[src/hw/rv_params.svh]
`ifndef RV_PARAMS_SVH
`define RV_PARAMS_SVH

`define RV_RESET_PC      32'h0000_0000
`define RV_MEM_WORDS     1024
`define RV_TRACE_CREDITS 4

`define RV_CSR_MSTATUS   12'h300
`define RV_CSR_MTVEC     12'h305
`define RV_CSR_MEPC      12'h341
`define RV_CSR_MCAUSE    12'h342

`endif

[src/hw/rv_pkg.sv]
`default_nettype none
`include "rv_params.svh"

package rv_pkg;

  localparam int unsigned RV_MEM_AW = $clog2(`RV_MEM_WORDS);

  typedef enum logic [5:0] {
    OP_ILLEGAL, OP_LUI, OP_AUIPC, OP_JAL, OP_JALR,
    OP_BEQ, OP_BNE, OP_BLT, OP_BGE, OP_BLTU, OP_BGEU,
    OP_LB, OP_LH, OP_LW, OP_LBU, OP_LHU,
    OP_SB, OP_SH, OP_SW,
    OP_ADDI, OP_SLTI, OP_SLTIU, OP_XORI, OP_ORI, OP_ANDI,
    OP_SLLI, OP_SRLI, OP_SRAI,
    OP_ADD, OP_SUB, OP_SLL, OP_SLT, OP_SLTU, OP_XOR,
    OP_SRL, OP_SRA, OP_OR, OP_AND,
    OP_CSRRW, OP_CSRRS, OP_ECALL, OP_MRET, OP_EBREAK
  } rv_op_e;

  typedef struct packed {
    rv_op_e      op;
    logic [4:0]  rd;
    logic [4:0]  rs1;
    logic [4:0]  rs2;
    logic [31:0] imm;
    logic [11:0] csr;
    logic        rd_wen;   // Already cleared for x0
    logic        is_load;
    logic        is_store;
  } rv_dec_t;

  typedef struct packed {
    logic                 valid;
    logic [RV_MEM_AW-1:0] addr;   // Word address
    logic [31:0]          data;
  } rv_load_t;

  typedef struct packed {
    logic [31:0] pc;
    logic [31:0] inst;
    logic        rd_wen;
    logic [4:0]  rd;
    logic [31:0] rd_wdata;
    logic        st_en;
    logic [31:0] st_addr;
    logic [31:0] st_wdata;   // Lane aligned
    logic [3:0]  st_mask;
    logic        trap;       // ECALL or MRET
  } rv_trace_t;

endpackage

`default_nettype wire

[src/hw/rv_decode.sv]
`default_nettype none
`timescale 1ns/1ps

module rv_decode import rv_pkg::*; (
  input  logic [31:0] inst,
  output rv_dec_t     dec
);

  logic [6:0]  opcode;
  logic [6:0]  funct7;
  logic [2:0]  funct3;
  logic [31:0] imm_i, imm_s, imm_b, imm_u, imm_j;
  rv_op_e      op;

  assign opcode = inst[6:0];
  assign funct3 = inst[14:12];
  assign funct7 = inst[31:25];

  assign imm_i = {{20{inst[31]}}, inst[31:20]};
  assign imm_s = {{20{inst[31]}}, inst[31:25], inst[11:7]};
  assign imm_b = {{19{inst[31]}}, inst[31], inst[7], inst[30:25], inst[11:8], 1'b0};
  assign imm_u = {inst[31:12], 12'b0};
  assign imm_j = {{11{inst[31]}}, inst[31], inst[19:12], inst[20], inst[30:21], 1'b0};

  always_comb begin
    op = OP_ILLEGAL;
    case (opcode)
      7'b0110111: op = OP_LUI;
      7'b0010111: op = OP_AUIPC;
      7'b1101111: op = OP_JAL;
      7'b1100111: if (funct3 == 3'b000) op = OP_JALR;
      7'b1100011: begin
        case (funct3)
          3'b000:  op = OP_BEQ;
          3'b001:  op = OP_BNE;
          3'b100:  op = OP_BLT;
          3'b101:  op = OP_BGE;
          3'b110:  op = OP_BLTU;
          3'b111:  op = OP_BGEU;
          default: op = OP_ILLEGAL;
        endcase
      end
      7'b0000011: begin
        case (funct3)
          3'b000:  op = OP_LB;
          3'b001:  op = OP_LH;
          3'b010:  op = OP_LW;
          3'b100:  op = OP_LBU;
          3'b101:  op = OP_LHU;
          default: op = OP_ILLEGAL;
        endcase
      end
      7'b0100011: begin
        case (funct3)
          3'b000:  op = OP_SB;
          3'b001:  op = OP_SH;
          3'b010:  op = OP_SW;
          default: op = OP_ILLEGAL;
        endcase
      end
      7'b0010011: begin
        case (funct3)
          3'b000: op = OP_ADDI;
          3'b010: op = OP_SLTI;
          3'b011: op = OP_SLTIU;
          3'b100: op = OP_XORI;
          3'b110: op = OP_ORI;
          3'b111: op = OP_ANDI;
          3'b001: if (funct7 == 7'b0000000) op = OP_SLLI;
          3'b101: begin
            if (funct7 == 7'b0000000) op = OP_SRLI;
            else if (funct7 == 7'b0100000) op = OP_SRAI;
          end
          default: op = OP_ILLEGAL;
        endcase
      end
      7'b0110011: begin
        case ({funct7, funct3})
          10'b0000000_000: op = OP_ADD;
          10'b0100000_000: op = OP_SUB;
          10'b0000000_001: op = OP_SLL;
          10'b0000000_010: op = OP_SLT;
          10'b0000000_011: op = OP_SLTU;
          10'b0000000_100: op = OP_XOR;
          10'b0000000_101: op = OP_SRL;
          10'b0100000_101: op = OP_SRA;
          10'b0000000_110: op = OP_OR;
          10'b0000000_111: op = OP_AND;
          default:         op = OP_ILLEGAL;
        endcase
      end
      7'b1110011: begin
        if (inst == 32'h0000_0073) op = OP_ECALL;
        else if (inst == 32'h0010_0073) op = OP_EBREAK;
        else if (inst == 32'h3020_0073) op = OP_MRET;
        else if (funct3 == 3'b001) op = OP_CSRRW;
        else if (funct3 == 3'b010) op = OP_CSRRS;
      end
      default: op = OP_ILLEGAL;
    endcase
  end

  always_comb begin
    dec     = '0;
    dec.op  = op;
    dec.rd  = inst[11:7];
    dec.rs1 = inst[19:15];
    dec.rs2 = inst[24:20];
    dec.csr = inst[31:20];
    case (op)
      OP_LUI, OP_AUIPC:                                   dec.imm = imm_u;
      OP_JAL:                                             dec.imm = imm_j;
      OP_BEQ, OP_BNE, OP_BLT, OP_BGE, OP_BLTU, OP_BGEU:   dec.imm = imm_b;
      OP_SB, OP_SH, OP_SW:                                dec.imm = imm_s;
      default:                                            dec.imm = imm_i;
    endcase
    dec.is_load  = op inside {OP_LB, OP_LH, OP_LW, OP_LBU, OP_LHU};
    dec.is_store = op inside {OP_SB, OP_SH, OP_SW};
    dec.rd_wen   = !(op inside {OP_ILLEGAL, OP_BEQ, OP_BNE, OP_BLT, OP_BGE, OP_BLTU,
                                OP_BGEU, OP_SB, OP_SH, OP_SW, OP_ECALL, OP_MRET,
                                OP_EBREAK}) && (inst[11:7] != 5'd0);
  end

endmodule

`default_nettype wire

[config.mk]
export PLATFORM = sky130hd
export DESIGN_NAME = rv_decode
export DESIGN_NICKNAME = d
export VERILOG_FILES = /design/src/hw/rv_pkg.sv /design/src/hw/rv_decode.sv
export VERILOG_INCLUDE_DIRS = /design/src /design/src/hw
export SDC_FILE = /design/constraint.sdc
export NUM_CORES = 1
export LEC_CHECK = 0
export ABC_AREA = 1
export BUFFER_PORTS_ARGS = -buffer_cell sky130_fd_sc_hd__buf_4
export CAP_MARGIN = 20
export CORE_UTILIZATION = 40
export DETAILED_ROUTE_END_ITERATION = 7
export PLACE_DENSITY = 0.73
export SETUP_SLACK_MARGIN = 0.5
export SYNTH_ARGS = -nofsm -noshare
export SYNTH_HDL_FRONTEND = slang
export SYNTH_SLANG_ARGS = --single-unit
[constraint.sdc]
create_clock -name vclk -period 2.85
set_input_delay 0.4275 -clock vclk [all_inputs]
set_output_delay 0.4275 -clock vclk [all_outputs]
set_load 0.05 [all_outputs]
# Word-level counts from Yosys, hierarchy flattened
# Cells that the tools add are included.
# classes
reduce_logical	13
eq_ne	50
n_mux	16
# ops
cell	n
31-bit case mux with 4 select lines	1
6-bit case mux with 10 select lines	2
6-bit by 4-bit == test with 1-bit output, second input constant	8
6-bit case mux with 8 select lines	1
10-bit by 3-bit == test with 1-bit output, second input constant	4
32-bit by 21-bit == test with 1-bit output, second input constant	1
32-bit by 30-bit == test with 1-bit output, second input constant	1
32-bit by 7-bit == test with 1-bit output, second input constant	1
6-bit 2-to-1 mux	5
7-bit by 6-bit == test with 1-bit output, second input constant	4
7-bit == test, second input constant	4
4-bit case mux with 6 select lines	1
10-bit by 2-bit == test with 1-bit output, second input constant	2
10-bit by 9-bit == test with 1-bit output, second input constant	2
4-bit case mux with 5 select lines	1
6-bit by 3-bit == test with 1-bit output, second input constant	3
6-bit by 5-bit == test with 1-bit output, second input constant	3
6-bit == test, second input constant	3
5-bit 2-to-1 mux	3
5-bit case mux with 3 select lines	1
7-bit by 5-bit == test with 1-bit output, second input constant	2
13-bit nonzero test	1
3-bit == test, second input constant	4
6-bit by 2-bit == test with 1-bit output, second input constant	2
other kinds (17)	19
# word_totals
output_inout_bits	68
reg_bits	0

# Depth between registers and ports, before layout
# Gate-level depths: netlist of the first run.
# logic_depth
ltp_word	11
ltp_mapped	18
depth_no_buf	18

# Worst setup path after synthesis of the first run
# Ideal clock, no wire load.
# synth_path
path_kind	input to output
from	in inst[31]
to	out dec[15] in the netlist's numbering
required_ns	2.423
t_arrival_ns	2.856
path_slack_ns	-0.433
cell_stages	14
cell_sequence	buf_4 nor2_4 nand2_1 inv_1 nand2_1 nor2_1 nand3_1 nand3_1 nand3_1 nand2_1 nand2_2 nand2_2 nand4_1 o22ai_1
# synth_rtl
element	line	text
from (decl)	rv_decode.sv:5	input logic [31:0] inst,
to (decl)	rv_decode.sv:6	output rv_dec_t dec

==> flow_summary.toml, run 1 <==
[cells_and_area]
n_antenna_cell = 0
stdcell_area_um2 = 3480
drive_gt1_frac = 0.569
area_growth_pct = 85.3
multi_input_area_um2 = 1970
clock_buffers = 0
seqCellArea_um2 = 0
nFillCells = 347
nets = 535
seq_cells = 0

[timing]
drv_slew = 0
timing_worst_slew_pin_value_ns = 0.371
period_share = 1.01
hold_viol = 0
finalSetupTns_ns = -0.0144
postLayoutSetupSlackWorst_ns = -0.0144
max_freq_mhz = 349
setup_viol = 1
slew_headroom = 0.751
finalCriticalPeriod_ns = 2.86
rsz0062_at_grt = "true"

[floorplan]
io_pins = 100
die_area_um2 = 4980
rows = 24
die_h_um = 70.6
core-area_um2 = 4440
die_w_um = 70.6
start_util = 0.423

[synthesis]
synth_top_area_share = 0.265
syn_inst = 401
synth_cell_type_count = 23
synth_warnings = 0
syn-num-nets = 433
avgSynthCellArea_um2 = 4.69
synthesis.area_um2 = 1880
seq_area_frac_synth = 0
synth_area_leaders = "nand2_1, nor2_1, buf_4"
synth_largest_area_cell = "nand2_1"

[worst_hold_path]
hold_path.class = "in2out"
min_to = "dec[56]"
whs_path_depth = 2
hold_start = "inst[19]"

[job]
cap_violations = 0

[worst_setup_path]
worst_setup_path_end_kind = "output pin"
worstPathArrival_ns = 2.44
crit_type = "in2out"
cp_data_required_time_ns = 2.42
cp_max_fo = 3
start_kind = "primary input"

[power]
p_total_uw = 555
peakVddDrop_uv = 169
p_leak_nw = 1.85
power_density_nw_per_um2 = 159

[status]
violations = "design-rule violations, negative setup slack"
status = "finished, violations left"

[global_routing]
overflow = 0
grtUsageTotal = 0.296
first_global_vias = 2780
grt_pass1_wl_mm = 12.2
antenna_found_initial = 0
grt_max_degree = 15

[place]
dp_hpwl_mm = 5.58
port_buffers = 100
dpl_cell_area_um2 = 2870
place_congestion = 0.896

[drt]
drc_errors = 14
avgRoutedWirePerCell_um = 14.5
drt_first_pass_iters = 6
drtIter0Drc = 162
via_count = 2909
routed_via_density = 5.26
totalWireLength_mm = 8.01
antenna_left = 0
[how the worst max path moves through the flow]
stage / from / to / slack [ns] / cells after the start
global route: inst[1] / dec[16] / -0.12 / 19
global placement: inst[1] / dec[35] / -0.002 / 17
detailed placement: inst[2] / dec[43] / -0.07 / 16
floorplan: inst[12] / dec[16] / 0.26 / 16
CTS: inst[2] / dec[36] / 0.08 / 16
finish: inst[7] / dec[26] / -0.01 / 19
[kinds of logic (layout without fill, tap and decap cells)]
group | count (synthesis) | count (layout) | share of synthesized area
AO/OA/AOI/OAI | 43 | 43 | 0.120
buffers and inverters | 92 | 191 | 0.261
AND/OR/NAND/NOR | 266 | 267 | 0.619
[layout by cell type, fill, tap and decap left out, drive strengths merged]
cell / netlist / layout
nand3: 34 / 35
a21boi: 1 / 1
inv: 54 / 54
o21ai: 24 / 24
a21oi: 16 / 16
buf: 34 / 137
nor3: 3 / 3
and2: 1 / 1
nand2: 142 / 142
o211ai: 1 / 1
nand4: 5 / 5
nor2: 81 / 81
o22ai: 1 / 1
[critical path, cell delays in order]
cell and delay, ns:
buf_4 0.11, inv_2 0.07, nand2_1 0.06, nor2_1 0.17
nand2_2 0.10, nor2_2 0.12, nand2_1 0.07, nand2_1 0.07
nand3_2 0.12, nand2_2 0.09, nor2_2 0.05, buf_4 0.13
buf_4 0.12, buf_6 0.11, o211ai_1 0.20, nand2_1 0.12
nand2_2 0.09, nand2_4 0.05, buf_8 0.14
[per-stage QoR]
step	util	setup slack [ns]	hold WS (ns)	std cells
final	0.784	-0.0144	1.12	553
after CTS	0.749	0.0820	1.12	548
after floorplan	-	0.263	1.02	401
after global routing	0.784	-0.121	1.12	553
after detailed placement	0.645	-0.0676	1.12	539
after global placement	0.645	-0.00173	1.12	539
[synthesized netlist by cell type (all sizes together) (3+ instances only)]
| master | instances |
|---|---|
| clkbuf | 4 |
| a21oi | 16 |
| o21ai | 24 |
| nand3 | 34 |
| nand2 | 142 |
| nor2 | 81 |
| nor3 | 3 |
| nand4 | 5 |
| buf | 34 |
| inv | 54 |
[where the power goes]
part	switching (mW)	internal, mW	total, mW
Combinational	0.365	0.190	0.555
Clock	0	0	0
Sequential	0	0	0
Total	0.365	0.190	0.555
[layout make-up]
cell class         instances  area share
inverters                 54      0.0625
multi-input cells        310       0.566
well taps                 52      0.0187
repair buffers           137       0.353
[layer usage]
layer / global-route usage / vias up / wire (µm)
li1: - / 1428 / -
met1: 0.368 / 1324 / 3280
met2: 0.539 / 125 / 4070
met3: 0.0214 / 32 / 409
met4: 0.100 / 0 / 245
met5: 0 / - / 0
[what timing repair did]
item,CTS,global route
endpoints found under the hold margin,0,0
gates cloned,1,0
endpoints found under the setup margin,26,27
pin swaps,38,29
hold buffers,0,0
setup buffers,8,5
resized for setup,112,35
No activity file was read; power rests on OpenSTA's default activity.
==> run 2: changes to the inputs <==
- ABC_AREA: 1 -> not set
- CORE_ASPECT_RATIO: not set -> 1.75
- PLACE_DENSITY: 0.73 -> 0.77
==> run 2 against run 1 <==
The flow now stops in 5_1_grt. Area after synthesis is 20% lower. Synthesized cell count fell by 45%.
==> flow_summary.toml, run 2 <==
[status]
status = "did not finish"
stop_stage = "5_1_grt"
tool.error = "[ERROR GRT-0232] Routing congestion too high. Check the congestion heatmap in the GUI."

[synthesis]
synth_largest_area_cell = "buf_4"
avgSynthCellArea_um2 = 6.79
synth_most_common_cell = "buf_4"
synth_cell_type_count = 67
syn-num-nets = 254
seq_area_frac_synth = 0
ys_top_cells_by_count = "buf_4, a21o_1, nor2_1, nand2_1, o21ai_0"
synth_area_leaders = "buf_4, a21o_1, o21ai_0"
syn_inst = 222
synth_top_area_share = 0.154
synthesis.area_um2 = 1510
synth_warnings = 0

[floorplan]
die_w_um = 48.4
die_h_um = 83.2
rows = 29
start_util = 0.416
io_pins = 100

[timing]
grt_worst_setup_endpoint = "dec[18]"
endpoint_type = "top-level output"

[global_routing]
grtUsageTotal = 0.531
grt_max_degree = 14
overflow = 1

[place]
port_buffers = 100
place_congestion = 0.982
dp_hpwl_mm = 5.99
-- run 2: cell types whose count changed after synthesis, moves of 10 or more --
cell / previous run / this run
nor2_1: 66 / 17
nand2_1: 133 / 15
a21oi_1: 16 / 6
nor2_2: 12 / 0
a21o_1: 0 / 21
inv_1: 47 / 9
nand3_1: 31 / 7
-- run 2: metal layers --
layer / track usage / GRT overflow
met5: 0 / 0
met4: 0.607 / 1
met3: 0.174 / 0
met2: 0.887 / 0
met1: 0.451 / 0
-- run 2: per-stage QoR --
step / utilization / TNS [ns] / cell area (µm²) / setup WS (ns) / std cells
after CTS: 0.851 / -1.89 / 3090 / -0.330 / 421
after detailed placement: 0.767 / -3.18 / 2780 / -0.505 / 410
after global placement: 0.767 / -2.79 / 2780 / -0.486 / 410
after floorplan: - / -2.46 / 1600 / -0.458 / 222
-- run 2: what timing repair did --
action,CTS
gates resized for setup,54
endpoints found under the setup margin,33
pin swaps,18
endpoints found under the hold margin,0
hold buffers,0
setup buffers,11
cloned,0
-- run 2: kinds of logic after synthesis --
| kind of cell | after synthesis | share of synthesized area |
|---|---|---|
| mux | 3 | 0.0199 |
| simple gates | 88 | 0.365 |
| compound gates | 75 | 0.378 |
| buf+inv | 53 | 0.219 |
| xor+xnor | 3 | 0.0174 |
==> run 3: changes to the inputs <==
- CORE_ASPECT_RATIO: 1.75 -> not set
- CORE_UTILIZATION: 40 -> 25
- PLACE_DENSITY: 0.77 -> not set
- PLACE_DENSITY_LB_ADDON: not set -> 0.15
- SETUP_SLACK_MARGIN: 0.5 -> not set
==> run 3 against run 2 <==
The flow now finishes, with violations (negative setup slack). Synthesized cell count unchanged. Area after synthesis is the same.
==> flow_summary.toml, run 3 <==
[drt]
drtIter0Drc = 51
drt_first_pass_iters = 4
avgRoutedWirePerCell_um = 13.8
drc_errors = 0
totalWireLength_mm = 6.13
via_count = 2159
routed_via_density = 4.86
antenna_left = 0

[cells_and_area]
fin_util = 0.523
drive_gt1_frac = 0.616
nets = 406
seq_cells = 0
nFillCells = 559
final_cell_mix = "buf_4, a21o_1, nor2_1"
final_common_cell = "buf_4"
seqCellArea_um2 = 0
area_growth_pct = 97.0
clock_buffers = 0
n_antenna_cell = 0
layout.cells.non_filler = 444

[status]
violations = "negative setup slack"
status = "finished, violations left"

[timing]
rsz0062_at_grt = "true"
postLayoutSetupSlackWorst_ns = -0.283
timing_worst_slew_pin_value_ns = 0.421
hold_viol = 0
finalSetupTns_ns = -1.71
period_share = 1.10
setup_viol = 7
max_freq_mhz = 319
finalCriticalPeriod_ns = 3.13
drv_slew = 0
slew_headroom = 0.717

[synthesis]
synth_most_common_cell = "buf_4"
synthesis.area_um2 = 1510
synth_top_area_share = 0.154
seq_area_frac_synth = 0
synth_compound_area_frac = 0.378
syn-num-nets = 254
synth-xor-area-share = 0.0174
muxShareOfSynthArea = 0.0199
yosys.area_share.simple = 0.365
synth-adder-area-share = 0
synth_top_family_by_area = "compound AO/OA/AOI/OAI gates"
ys_top_cells_by_count = "buf_4, a21o_1, nor2_1, nand2_1, o21ai_0"
synth_area_leaders = "buf_4, a21o_1, o21ai_0"
syn_inst = 222
synth_warnings = 0
synth_largest_area_cell = "buf_4"
synth_cell_type_count = 67
avgSynthCellArea_um2 = 6.79

[floorplan]
io_pins = 100
die_h_um = 79.7
rows = 27
core-area_um2 = 5680
die_w_um = 79.7
die_area_um2 = 6350
start_util = 0.266

[worst_setup_path]
path_delay_family = "simple AND/OR/NAND/NOR gates"
start_kind = "primary input"
worstPathArrival_ns = 2.71
cp_max_fo = 7
crit_buf_inv = 4
cp_cell_sequence = "buf_4, nor4bb_4, buf_4, buf_4, nand4_1, o22ai_1, nand2_1, nand4b_4, o211ai_1, a21oi_4, or2_4, o2bb2ai_2, buf_6"
path_common_cell = "buf_4"
cp_slowest_cell = "nor4bb_4"
cp_data_required_time_ns = 2.42
slowest_delay_ns = 0.29
crit_type = "in2out"
worst_setup_path_end_kind = "output pin"

[place]
port_buffers = 100
dp_hpwl_mm = 5.13
place_congestion = 0.862
dpl.cell_count = 433

[global_routing]
grtUsageTotal = 0.192
grt_max_degree = 16
first_global_vias = 2130
grt_pass1_wl_mm = 9.88
gr-usage-met2 = 0.381
grt_use_met3 = 0.0137
antenna_found_initial = 0
overflow = 0
grtUsageMet1 = 0.221
gr-max-usage-layer = "met2"

[clocking]
cts_hold_buf = 0

[job]
cap_violations = 0

[worst_hold_path]
hold_path.class = "in2out"

[power]
p_total_uw = 532
power_density_nw_per_um2 = 179
p_leak_nw = 1.53
peakVddDrop_uv = 124
## run 3: cell counts after synthesis
No cell type changed its count.
## run 3: stage by stage
step | worst slack (ns) | hold WS [ns] | cell area (µm²)
after floorplan | -0.458 | 1.02 | 1600
after global placement | -0.450 | 1.21 | 2790
after detailed placement | -0.426 | 1.22 | 2790
after CTS | -0.263 | 1.22 | 2960
after global routing | -0.411 | 1.22 | 2970
final | -0.283 | 1.22 | 2970
## run 3: cell type report
cell class | instances | area, µm² | area share
inverters | 9 | 33.8 | 0.0114
multi-input cells | 169 | 1320 | 0.443
well taps | 72 | 90.1 | 0.0303
repair buffers | 194 | 1530 | 0.516
## run 3: repair_timing
item,in CTS,in global routing
resized for setup,26,1
setup endpoints to repair,7,7
pin swaps,13,0
buffers inserted,9,1
gates cloned,1,0
hold endpoints to repair,0,0
## run 3: path summary, 6_finish.rpt
kind	startpoint	endpoint	slack (ns)	cells past startpoint
hold / removal	inst[15]	dec[52]	1.22	3
setup / recovery	inst[6]	dec[17]	-0.28	13
## run 3: kinds of logic (layout without fill, tap and decap cells)
group	Yosys count	in the layout
simple gates	88	88
compound gates	75	75
buf+inv	53	203
xor+xnor	3	3
mux	3	3
## run 3: report_power, final
group	internal (mW)	leakage, nW	switching, mW
logic	0.213	1.53	0.319
clock network	0	0	0
registers	0	0	0
## run 3: layer usage
layer | wire length, µm | share of wire
met1 | 2530 | 0.41
met2 | 3100 | 0.51
met3 | 449 | 0.073
met4 | 45 | 0.0073
met5 | 0 | 0
## run 3: tightest hold or removal path, delay by kind of cell
kind	cells	cell delay (ns)
buffers and inverters	3	0.35
